<file path="src/id_pkg.sv">
/*
  Shared definitions for the RV32I instruction decode stage.
  Holds widths, major opcodes, selector encodings and the packed structs
  that travel between decoder, operand mux, control FSM and stage ports.
*/
package id_pkg;

  localparam int unsigned xlen       = 32;
  localparam int unsigned reg_addr_w = 5;
  // Byte step to the second word of a misaligned access
  localparam int unsigned word_incr  = 4;

  // Major opcodes of the supported instruction classes
  typedef enum logic [6:0] {
    opc_op     = 7'b0110011,
    opc_op_imm = 7'b0010011,
    opc_lui    = 7'b0110111,
    opc_auipc  = 7'b0010111,
    opc_jal    = 7'b1101111,
    opc_jalr   = 7'b1100111,
    opc_branch = 7'b1100011,
    opc_load   = 7'b0000011,
    opc_store  = 7'b0100011
  } opcode_e;

  typedef enum logic [4:0] {
    alu_add, alu_sub, alu_xor, alu_or, alu_and,
    alu_sll, alu_srl, alu_sra, alu_slt, alu_sltu,
    alu_eq, alu_ne, alu_lt, alu_ge, alu_ltu, alu_geu
  } alu_op_e;

  typedef enum logic [1:0] {
    op_a_reg,
    op_a_fwd,
    op_a_pc,
    op_a_zero
  } op_a_sel_e;

  typedef enum logic {
    op_b_reg,
    op_b_imm
  } op_b_sel_e;

  typedef enum logic [2:0] {
    imm_b_i, imm_b_s, imm_b_b, imm_b_u, imm_b_j,
    imm_b_incr_pc,
    imm_b_incr_addr
  } imm_b_sel_e;

  typedef enum logic {
    wb_ex,
    wb_lsu
  } wb_sel_e;

  // Decoder output. data_size is funct3[1:0]: byte, half, word
  typedef struct packed {
    alu_op_e                alu_op;
    op_a_sel_e              op_a_sel;
    op_b_sel_e              op_b_sel;
    imm_b_sel_e             imm_b_sel;
    wb_sel_e                wb_sel;
    logic                   rf_we;
    logic [reg_addr_w-1:0]  rs1;
    logic [reg_addr_w-1:0]  rs2;
    logic [reg_addr_w-1:0]  rd;
    logic                   data_req;
    logic                   data_we;
    logic [1:0]             data_size;
    logic                   data_sign_ext;
    logic                   branch;
    logic                   jump;
  } dec_ctrl_t;

  typedef struct packed {
    logic [xlen-1:0] i;
    logic [xlen-1:0] s;
    logic [xlen-1:0] b;
    logic [xlen-1:0] u;
    logic [xlen-1:0] j;
  } imm_t;

  typedef struct packed {
    alu_op_e         alu_op;
    logic [xlen-1:0] op_a;
    logic [xlen-1:0] op_b;
  } ex_req_t;

  typedef struct packed {
    logic            req;
    logic            we;
    logic [1:0]      size;
    logic            sign_ext;
    logic [xlen-1:0] wdata;
  } lsu_req_t;

endpackage

</file>
<file path="src/id_decoder.sv">
/*
  Combinational RV32I decoder for the ID stage.
  Turns the instruction word into the control struct and the five
  sign-extended immediates, and flags unsupported encodings as illegal.
*/
`timescale 1ns/100ps

module id_decoder #(
  parameter bit rv32e = 1'b0
) (
  input  logic [id_pkg::xlen-1:0] instr_rdata_i,
  output id_pkg::dec_ctrl_t       ctrl_o,
  output id_pkg::imm_t            imm_o,
  output logic                    illegal_insn_o
);
  import id_pkg::*;

  opcode_e    opcode;
  logic [6:0] funct7;
  logic [2:0] funct3;
  logic       use_rs1;
  logic       use_rs2;
  logic       illegal_op;
  logic       illegal_reg;

  // funct3 to ALU op for OP and OP-IMM, alt picks sub or sra
  function automatic alu_op_e arith_op(input logic [2:0] f3, input logic alt);
    case (f3)
      3'b000:  arith_op = alt ? alu_sub : alu_add;
      3'b001:  arith_op = alu_sll;
      3'b010:  arith_op = alu_slt;
      3'b011:  arith_op = alu_sltu;
      3'b100:  arith_op = alu_xor;
      3'b101:  arith_op = alt ? alu_sra : alu_srl;
      3'b110:  arith_op = alu_or;
      default: arith_op = alu_and;
    endcase
  endfunction

  assign opcode = opcode_e'(instr_rdata_i[6:0]);
  assign funct7 = instr_rdata_i[31:25];
  assign funct3 = instr_rdata_i[14:12];

  ////////////////////////////////////////////////////////////////////////////
  // Immediates
  assign imm_o.i = {{20{instr_rdata_i[31]}}, instr_rdata_i[31:20]};
  assign imm_o.s = {{20{instr_rdata_i[31]}}, instr_rdata_i[31:25], instr_rdata_i[11:7]};
  assign imm_o.b = {{19{instr_rdata_i[31]}}, instr_rdata_i[31], instr_rdata_i[7],
                    instr_rdata_i[30:25], instr_rdata_i[11:8], 1'b0};
  assign imm_o.u = {instr_rdata_i[31:12], 12'b0};
  assign imm_o.j = {{12{instr_rdata_i[31]}}, instr_rdata_i[19:12], instr_rdata_i[20],
                    instr_rdata_i[30:21], 1'b0};

  ////////////////////////////////////////////////////////////////////////////
  // Control decode
  always_comb begin
    ctrl_o           = '0;
    ctrl_o.alu_op    = alu_add;
    ctrl_o.op_a_sel  = op_a_reg;
    ctrl_o.op_b_sel  = op_b_reg;
    ctrl_o.imm_b_sel = imm_b_i;
    ctrl_o.wb_sel    = wb_ex;
    ctrl_o.rs1       = instr_rdata_i[19:15];
    ctrl_o.rs2       = instr_rdata_i[24:20];
    ctrl_o.rd        = instr_rdata_i[11:7];
    use_rs1          = 1'b0;
    use_rs2          = 1'b0;
    illegal_op       = 1'b0;

    case (opcode)
      opc_op: begin
        ctrl_o.alu_op = arith_op(funct3, funct7[5]);
        ctrl_o.rf_we  = 1'b1;
        use_rs1       = 1'b1;
        use_rs2       = 1'b1;
        illegal_op    = (funct7 != 7'b0) &&
                        !(funct7 == 7'b0100000 && (funct3 == 3'b000 || funct3 == 3'b101));
      end
      opc_op_imm: begin
        ctrl_o.alu_op   = arith_op(funct3, (funct3 == 3'b101) && funct7[5]);
        ctrl_o.op_b_sel = op_b_imm;
        ctrl_o.rf_we    = 1'b1;
        use_rs1         = 1'b1;
        // Shift amounts only fit in five bits
        illegal_op      = (funct3 == 3'b001 && funct7 != 7'b0) ||
                          (funct3 == 3'b101 && funct7 != 7'b0 && funct7 != 7'b0100000);
      end
      opc_lui, opc_auipc: begin
        ctrl_o.op_a_sel  = (opcode == opc_lui) ? op_a_zero : op_a_pc;
        ctrl_o.op_b_sel  = op_b_imm;
        ctrl_o.imm_b_sel = imm_b_u;
        ctrl_o.rf_we     = 1'b1;
      end
      opc_jal, opc_jalr: begin
        // ALU forms the link value, the target is formed outside this stage
        ctrl_o.jump      = 1'b1;
        ctrl_o.op_a_sel  = op_a_pc;
        ctrl_o.op_b_sel  = op_b_imm;
        ctrl_o.imm_b_sel = imm_b_incr_pc;
        ctrl_o.rf_we     = 1'b1;
        use_rs1          = (opcode == opc_jalr);
        illegal_op       = (opcode == opc_jalr) && (funct3 != 3'b000);
      end
      opc_branch: begin
        ctrl_o.branch    = 1'b1;
        ctrl_o.imm_b_sel = imm_b_b;
        use_rs1          = 1'b1;
        use_rs2          = 1'b1;
        case (funct3)
          3'b000:  ctrl_o.alu_op = alu_eq;
          3'b001:  ctrl_o.alu_op = alu_ne;
          3'b100:  ctrl_o.alu_op = alu_lt;
          3'b101:  ctrl_o.alu_op = alu_ge;
          3'b110:  ctrl_o.alu_op = alu_ltu;
          3'b111:  ctrl_o.alu_op = alu_geu;
          default: illegal_op    = 1'b1;
        endcase
      end
      opc_load: begin
        ctrl_o.data_req      = 1'b1;
        ctrl_o.data_size     = funct3[1:0];
        ctrl_o.data_sign_ext = ~funct3[2];
        ctrl_o.op_b_sel      = op_b_imm;
        ctrl_o.wb_sel        = wb_lsu;
        ctrl_o.rf_we         = 1'b1;
        use_rs1              = 1'b1;
        illegal_op           = (funct3 == 3'b011) || (funct3[2:1] == 2'b11);
      end
      opc_store: begin
        ctrl_o.data_req  = 1'b1;
        ctrl_o.data_we   = 1'b1;
        ctrl_o.data_size = funct3[1:0];
        ctrl_o.op_b_sel  = op_b_imm;
        ctrl_o.imm_b_sel = imm_b_s;
        use_rs1          = 1'b1;
        use_rs2          = 1'b1;
        illegal_op       = funct3[2] || (funct3[1:0] == 2'b11);
      end
      default: illegal_op = 1'b1;
    endcase

    // RV32E has only x0..x15
    illegal_reg = rv32e && ((use_rs1 && ctrl_o.rs1[4]) || (use_rs2 && ctrl_o.rs2[4]) ||
                            (ctrl_o.rf_we && ctrl_o.rd[4]));

    // Illegal instructions retire as single-cycle with no side effects
    if (illegal_op || illegal_reg) begin
      ctrl_o.rf_we    = 1'b0;
      ctrl_o.data_req = 1'b0;
      ctrl_o.branch   = 1'b0;
      ctrl_o.jump     = 1'b0;
    end
  end

  assign illegal_insn_o = illegal_op | illegal_reg;

  a_multicycle_kind_onehot: assert final ($onehot0({ctrl_o.data_req, ctrl_o.branch,
                                                    ctrl_o.jump}));

endmodule

</file>
<file path="src/id_operand_mux.sv">
/*
  ALU operand builder for the ID stage.
  Picks operand A and B from registers, PC and immediates, and takes
  over both operands while the LSU asks for a second access address.
*/
`timescale 1ns/100ps

module id_operand_mux (
  input  id_pkg::dec_ctrl_t       ctrl_i,
  input  id_pkg::imm_t            imm_i,
  input  logic [id_pkg::xlen-1:0] rs1_data_i,
  input  logic [id_pkg::xlen-1:0] rs2_data_i,
  input  logic [id_pkg::xlen-1:0] pc_i,
  input  logic [id_pkg::xlen-1:0] lsu_addr_last_i,
  input  logic                    lsu_addr_incr_req_i,
  output id_pkg::ex_req_t         ex_req_o,
  output logic [id_pkg::xlen-1:0] store_wdata_o
);
  import id_pkg::*;

  op_a_sel_e       op_a_sel;
  op_b_sel_e       op_b_sel;
  imm_b_sel_e      imm_b_sel;
  logic [xlen-1:0] imm_b;
  logic [xlen-1:0] op_a;

  // Misaligned access, second address is last address plus one word
  assign op_a_sel  = lsu_addr_incr_req_i ? op_a_fwd        : ctrl_i.op_a_sel;
  assign op_b_sel  = lsu_addr_incr_req_i ? op_b_imm        : ctrl_i.op_b_sel;
  assign imm_b_sel = lsu_addr_incr_req_i ? imm_b_incr_addr : ctrl_i.imm_b_sel;

  always_comb begin
    case (imm_b_sel)
      imm_b_i:         imm_b = imm_i.i;
      imm_b_s:         imm_b = imm_i.s;
      imm_b_b:         imm_b = imm_i.b;
      imm_b_u:         imm_b = imm_i.u;
      imm_b_j:         imm_b = imm_i.j;
      // No compressed instructions, so the PC step is a full word too
      imm_b_incr_pc:   imm_b = xlen'(word_incr);
      imm_b_incr_addr: imm_b = xlen'(word_incr);
      default:         imm_b = '0;
    endcase
  end

  always_comb begin
    case (op_a_sel)
      op_a_reg: op_a = rs1_data_i;
      op_a_fwd: op_a = lsu_addr_last_i;
      op_a_pc:  op_a = pc_i;
      default:  op_a = '0;
    endcase
  end

  assign ex_req_o.alu_op = ctrl_i.alu_op;
  assign ex_req_o.op_a   = op_a;
  assign ex_req_o.op_b   = (op_b_sel == op_b_imm) ? imm_b : rs2_data_i;

  // Store data comes straight from rs2, the LSU aligns it
  assign store_wdata_o   = rs2_data_i;

endmodule

</file>
<file path="src/id_register_file.sv">
/*
  Flip-flop register file, two asynchronous read ports and one write port.
  Holds 16 registers for RV32E or 32 otherwise, x0 always reads zero.
*/
`timescale 1ns/100ps

module id_register_file #(
  parameter bit rv32e = 1'b0
) (
  input  logic                          clk_i,
  input  logic                          rst_ni,
  input  logic [id_pkg::reg_addr_w-1:0] raddr_a_i,
  input  logic [id_pkg::reg_addr_w-1:0] raddr_b_i,
  input  logic [id_pkg::reg_addr_w-1:0] waddr_i,
  input  logic [id_pkg::xlen-1:0]       wdata_i,
  input  logic                          we_i,
  output logic [id_pkg::xlen-1:0]       rdata_a_o,
  output logic [id_pkg::xlen-1:0]       rdata_b_o
);
  import id_pkg::*;

  localparam int unsigned num_regs = rv32e ? 16 : 32;
  localparam int unsigned idx_w    = rv32e ? 4 : 5;

  logic [xlen-1:0] regs_q [num_regs];

  // x0 has no storage
  assign regs_q[0] = '0;

  for (genvar g = 1; g < num_regs; g++) begin : gen_regs
    always_ff @(posedge clk_i or negedge rst_ni) begin
      if (!rst_ni) begin
        regs_q[g] <= '0;
      end else if (we_i && (waddr_i == reg_addr_w'(g))) begin
        regs_q[g] <= wdata_i;
      end
    end
  end

  assign rdata_a_o = regs_q[raddr_a_i[idx_w-1:0]];
  assign rdata_b_o = regs_q[raddr_b_i[idx_w-1:0]];

  // Decoder must have rejected out-of-range rd before the write
  a_waddr_in_range: assert property (
    @(posedge clk_i) disable iff (!rst_ni)
    we_i |-> (waddr_i < num_regs)
  );

endmodule

</file>
<file path="src/id_wb_ctrl.sv">
/*
  ID/WB control FSM of the decode stage.
  Classifies each new instruction, stalls multicycle ones until EX or LSU
  signals completion, then grants the register write and pulses retirement.
  A taken branch or jump raises pc_set_o one cycle after it is new.
*/
`timescale 1ns/100ps

module id_wb_ctrl (
  input  logic              clk_i,
  input  logic              rst_ni,
  input  logic              instr_new_i,
  input  id_pkg::dec_ctrl_t ctrl_i,
  input  logic              illegal_i,
  input  logic              branch_decision_i,
  input  logic              ex_valid_i,
  input  logic              lsu_valid_i,
  output logic              rf_we_o,
  output logic              instr_executing_o,
  output logic              stall_o,
  output logic              pc_set_o,
  output logic              instr_ret_o
);

  typedef enum logic {
    st_idle,
    st_wait_multicycle
  } id_fsm_e;

  id_fsm_e state_q;
  id_fsm_e state_d;
  logic    multicycle_done_q;
  logic    multicycle_done_d;
  logic    branch_set_q;
  logic    branch_set_d;
  logic    multicycle_new;
  logic    completed;

  // Memory accesses, jumps and taken branches need a completion pulse
  assign multicycle_new = ctrl_i.data_req | ctrl_i.jump | (ctrl_i.branch & branch_decision_i);
  assign completed      = ctrl_i.data_req ? lsu_valid_i : ex_valid_i;

  // Still working on the current instruction
  assign instr_executing_o = instr_new_i | ~multicycle_done_q;
  assign pc_set_o          = branch_set_q;

  always_ff @(posedge clk_i or negedge rst_ni) begin
    if (!rst_ni) begin
      state_q           <= st_idle;
      multicycle_done_q <= 1'b1;
      branch_set_q      <= 1'b0;
    end else begin
      state_q           <= state_d;
      multicycle_done_q <= multicycle_done_d;
      branch_set_q      <= branch_set_d;
    end
  end

  ////////////////////////////////////////////////////////////////////////////
  // Next state and outputs
  always_comb begin
    state_d           = state_q;
    multicycle_done_d = multicycle_done_q;
    branch_set_d      = 1'b0;
    rf_we_o           = 1'b0;
    stall_o           = 1'b0;
    instr_ret_o       = 1'b0;

    case (state_q)
      st_idle: begin
        // Classify only in the first cycle of an instruction
        if (instr_new_i) begin
          if (multicycle_new) begin
            state_d           = st_wait_multicycle;
            multicycle_done_d = 1'b0;
            branch_set_d      = ctrl_i.branch | ctrl_i.jump;
            stall_o           = 1'b1;
          end else begin
            multicycle_done_d = 1'b1;
            rf_we_o           = ctrl_i.rf_we & ~illegal_i;
            instr_ret_o       = 1'b1;
          end
        end
      end
      st_wait_multicycle: begin
        if (completed) begin
          state_d           = st_idle;
          multicycle_done_d = 1'b1;
          rf_we_o           = ctrl_i.rf_we & ~illegal_i;
          instr_ret_o       = 1'b1;
        end else begin
          stall_o = 1'b1;
        end
      end
      default: state_d = st_idle;
    endcase
  end

  // EX and LSU never finish the one pending instruction together
  a_single_completion: assert property (
    @(posedge clk_i) disable iff (!rst_ni)
    (state_q == st_wait_multicycle) |-> !(ex_valid_i && lsu_valid_i)
  );

endmodule

</file>
<file path="src/id_stage.sv">
/*
  Instruction decode stage of a small in-order RV32I core.
  Connects decoder, operand mux, register file and ID/WB control, selects
  write-back data and issues the EX and LSU requests.
*/
`timescale 1ns/100ps

module id_stage #(
  parameter bit rv32e = 1'b0
) (
  input  logic                    clk_i,
  input  logic                    rst_ni,
  // IF/ID register
  input  logic                    instr_valid_i,
  input  logic                    instr_new_i,
  input  logic [id_pkg::xlen-1:0] instr_rdata_i,
  input  logic [id_pkg::xlen-1:0] pc_i,
  // EX and LSU
  input  logic                    branch_decision_i,
  input  logic                    ex_valid_i,
  input  logic                    lsu_valid_i,
  input  logic                    lsu_addr_incr_req_i,
  input  logic [id_pkg::xlen-1:0] lsu_addr_last_i,
  input  logic [id_pkg::xlen-1:0] wdata_ex_i,
  input  logic [id_pkg::xlen-1:0] wdata_lsu_i,
  output id_pkg::ex_req_t         ex_req_o,
  output id_pkg::lsu_req_t        lsu_req_o,
  // Status and control
  output logic                    illegal_insn_o,
  output logic                    stall_o,
  output logic                    id_ready_o,
  output logic                    pc_set_o,
  output logic                    instr_ret_o
);
  import id_pkg::*;

  dec_ctrl_t       dec_ctrl;
  imm_t            dec_imm;
  logic            illegal_dec;
  logic            instr_new;
  logic [xlen-1:0] rs1_data;
  logic [xlen-1:0] rs2_data;
  logic [xlen-1:0] store_wdata;
  logic [xlen-1:0] rf_wdata;
  logic            rf_we;
  logic            instr_executing;

  // Only a valid IF/ID entry starts an instruction
  assign instr_new      = instr_new_i & instr_valid_i;
  assign illegal_insn_o = illegal_dec & instr_valid_i;
  assign id_ready_o     = ~stall_o;

  id_decoder #(
    .rv32e (rv32e)
  ) i_id_decoder (
    .instr_rdata_i  (instr_rdata_i),
    .ctrl_o         (dec_ctrl),
    .imm_o          (dec_imm),
    .illegal_insn_o (illegal_dec)
  );

  id_operand_mux i_id_operand_mux (
    .ctrl_i              (dec_ctrl),
    .imm_i               (dec_imm),
    .rs1_data_i          (rs1_data),
    .rs2_data_i          (rs2_data),
    .pc_i                (pc_i),
    .lsu_addr_last_i     (lsu_addr_last_i),
    .lsu_addr_incr_req_i (lsu_addr_incr_req_i),
    .ex_req_o            (ex_req_o),
    .store_wdata_o       (store_wdata)
  );

  ////////////////////////////////////////////////////////////////////////////
  // Register file and write-back
  assign rf_wdata = (dec_ctrl.wb_sel == wb_lsu) ? wdata_lsu_i : wdata_ex_i;

  id_register_file #(
    .rv32e (rv32e)
  ) i_id_register_file (
    .clk_i     (clk_i),
    .rst_ni    (rst_ni),
    .raddr_a_i (dec_ctrl.rs1),
    .raddr_b_i (dec_ctrl.rs2),
    .waddr_i   (dec_ctrl.rd),
    .wdata_i   (rf_wdata),
    .we_i      (rf_we),
    .rdata_a_o (rs1_data),
    .rdata_b_o (rs2_data)
  );

  id_wb_ctrl i_id_wb_ctrl (
    .clk_i             (clk_i),
    .rst_ni            (rst_ni),
    .instr_new_i       (instr_new),
    .ctrl_i            (dec_ctrl),
    .illegal_i         (illegal_insn_o),
    .branch_decision_i (branch_decision_i),
    .ex_valid_i        (ex_valid_i),
    .lsu_valid_i       (lsu_valid_i),
    .rf_we_o           (rf_we),
    .instr_executing_o (instr_executing),
    .stall_o           (stall_o),
    .pc_set_o          (pc_set_o),
    .instr_ret_o       (instr_ret_o)
  );

  ////////////////////////////////////////////////////////////////////////////
  // LSU request, held from the new cycle up to completion
  assign lsu_req_o.req      = dec_ctrl.data_req & instr_executing;
  assign lsu_req_o.we       = dec_ctrl.data_we;
  assign lsu_req_o.size     = dec_ctrl.data_size;
  assign lsu_req_o.sign_ext = dec_ctrl.data_sign_ext;
  assign lsu_req_o.wdata    = store_wdata;

endmodule

</file>
<file path="config.mk">
export PLATFORM = sky130hd
export DESIGN_NAME = id_stage
export DESIGN_NICKNAME = d
export VERILOG_FILES = /design/src/id_pkg.sv /design/src/id_decoder.sv /design/src/id_operand_mux.sv /design/src/id_register_file.sv /design/src/id_wb_ctrl.sv /design/src/id_stage.sv
export SDC_FILE = /design/constraint.sdc
export NUM_CORES = 2
export LEC_CHECK = 0
export BUFFER_PORTS_ARGS = -buffer_cell sky130_fd_sc_hd__buf_2
export CORE_ASPECT_RATIO = 0.8
export CORE_UTILIZATION = 55
export DETAILED_ROUTE_END_ITERATION = 10
export PLACE_DENSITY = 0.84
export SLEW_MARGIN = 10
export SYNTH_ARGS = -nofsm -noshare
export SYNTH_HDL_FRONTEND = slang
export SYNTH_SLANG_ARGS = --single-unit
</file>
<file path="constraint.sdc">
create_clock -name clk_i -period 3.7 [get_ports clk_i]
set_input_delay 0.555 -clock clk_i [delete_from_list [all_inputs] [get_ports clk_i]]
set_output_delay 0.555 -clock clk_i [all_outputs]
set_load 0.02 [all_outputs]
</file>
==> flow_summary.ini <==
[logic_synthesis]
ys_types = 61
yosysMostFrequentCell = mux2_2
ys.flop_type = dfrtp_1
synth_top_area_share = 0.451
ys_warn_count = 0
async_flop_share = 1.00
synth_area_um2 = 55200
syn_nets = 3806
synth_edf_count = 0
yosys.area.top_type = dfrtp_1
ys_seq_elements = 995
ys_top_cells_by_area = dfrtp_1 (45%), mux2_2 (22%), mux4_2 (21%), clkbuf_1 (1.8%), mux2_1 (1.6%)
yosys-top-cells-count = mux2_2 (1061), dfrtp_1 (994), mux4_2 (512)
syn_area_per_cell_um2 = 15.2
synth_seq_area_share = 0.451
synthCells = 3634

[drt]
antenna_left = 0
routed_wl_um = 175000
drtIter0Drc = 5031
post-route-drc-count = 24
vias = 37770
vias_per_cell = 7.20
dr.pass1.iters = 11
wl_per_cell_um = 33.4

[worst_setup_path]
path_max_fanout = 3
criticalPathCategory = reg2out
end_kind = output port
start_kind = flip-flop
crit_arrival_ns = 3.21
critPathRequiredTime_ns = 3.14

[clocking]
htree_levels = 3
cts-root-buf = clkbuf_16
clockBufferDepth = 3
cts.sinks = 995
clock_latency_ns = 0.69
numCtsBuffers = 103
cts_tree = yes
clk_pin_slew_ns = 0.06

[global_route]
grt_pass1_wl_um = 262000
antenna_found_initial = 3
grt_usage = 0.350
met3_usage = 0.108
gr-max-usage-layer = met2
first_global_vias = 38744
met2_usage = 0.507
grt_max_degree = 144
met1_usage = 0.490
grt_overflow_total = 0

[die]
core_area_um2 = 99000
die_h_um = 285
io_pins = 279
num_rows = 103
die_area_um2 = 102000
dieWidth_um = 356
start_util = 0.557

[sta]
fin_crit_ns = 3.76
hold_violations = 0
rsz0062_at_grt = true
relSlewSlack = 0.323
finalClockSkew_ns = 0.0286
tightestPinTransition_ns = 1.01
setup_viol = 3
period_share = 1.02
fmax_mhz = 266
drv_slew = 0
setup_ws_ns = -0.0608

[place]
dp_hpwl_um = 107000
routabilityCongestion = 0.899
io_buffers = 277

[pwr]
p_leak_nw = 30.0
power_mw = 23.7
p_per_area_nw_per_um2 = 376
vdd_drop_max_v = 0.000337

[cells_and_area]
area_growth_pct = 14.4
num_antenna_cells = 0
drive_gt1_frac = 0.583
fin_util = 0.638
fin_nets = 4017

[flow_run]
maxCapViolations = 0

[hold_path]
hp-class = in2reg

[status]
violations = design-rule violations, negative setup slack
status = finished with violations
cell usage in the layout, fill, tap and decap left out, drive strengths merged, types with 14 or more instances in the layout:
master,count
nand2,103
mux4,512
nor2,32
nor4,18
dfrtp,994
nor2b,40
nand4,16
clkbuf,147
inv,29
o32ai,24
clkinv,25
or3,14
a222oi,32
buf,507
a22o,35
a221oi,51
mux2,1139
nor3,17
mux2i,51
nand3,14
a22oi,19
through the flow:
stage	TNS [ns]	cell area, um^2	hold WS (ns)	cells	worst slack (ns)
floorplan	0	55200	0.259	3634	0.0151
global placement	-1.47	59300	0.475	5039	-0.478
detailed placement	-1.29	59300	0.476	5039	-0.434
CTS	0	63000	0.236	5233	0.0422
global route	-0.135	63100	0.304	5243	-0.0658
finish	-0.118	63100	0.270	5243	-0.0608
cells by family after synthesis:
group | share of synthesized area
buffers and inverters | 0.0342
AOI/OAI and AO/OA | 0.0331
muxes | 0.451
DFF | 0.451
adders and majority gates | 0.000907
other | 0.0000680
and+or+nand+nor | 0.0295
routing by layer:
metal	part of all wire	vias to the layer above
met5	0.000074	-
li1	-	14660
met4	0.051	2
met2	0.44	2723
met1	0.37	19823
met3	0.13	562
critical path, cell delays in order, from the launching register on:
cell and delay (ns):
dfrtp_1 0.43, mux4_2 0.49, mux2_4 0.32, a221oi_4 0.57, buf_6 0.18, clkinvlp_4 0.28
buf_6 0.25
final cells by class:
class                           instances  area [um^2]
Multi-Input combinational cell       2210        28500
Fill cell                            6725        35900
Timing Repair Buffer                  509         4380
Clock buffer                          146         2990
Sequential cell                       995        24900
Inverter                               26          105
Clock inverter                         45          554
Tap cell                             1312         1640
where the power goes:
group / switching (mW) / leakage [nW] / internal, mW
registers: 0.0124 / 13.9 / 10.9
logic: 1.29 / 14.3 / 0.672
clock network: 4.50 / 1.75 / 6.34
worst paths after layout:
kind	from	end	slack [ns]	cells after the start
min	instr_valid_i	i_id_wb_ctrl.multicycle_done_q	0.27	4
min reg2reg	i_id_wb_ctrl.multicycle_done_q	i_id_wb_ctrl.multicycle_done_q	0.49	2
max in group asynchronous	rst_ni	i_id_register_file.regs_q[347]	2.14	3
max reg2reg	i_id_wb_ctrl.state_q	i_id_register_file.regs_q[313]	1.21	7
max	i_id_register_file.regs_q[622]	lsu_req_o[14]	-0.06	6
min in group asynchronous	rst_ni	i_id_register_file.regs_q[354]	0.39	2
sequential cells by signal (all words and copies together), names as in the netlist:
signal	cells
i_id_wb_ctrl.multicycle_done_q	1
i_id_wb_ctrl.state_q	1
i_id_wb_ctrl.pc_set_o	1
i_id_register_file.regs_q	992
timing repair:
item / CTS / global route
buffers inserted: 2 / 10
endpoints found under the setup margin: 6 / 4
resized for setup: 5 / 16
hold endpoints to repair: 22 / 0
pin swaps: 0 / 2
cloned: 0 / 0
hold buffers: 1 / 0
Power figures use the tool's default switching activity.
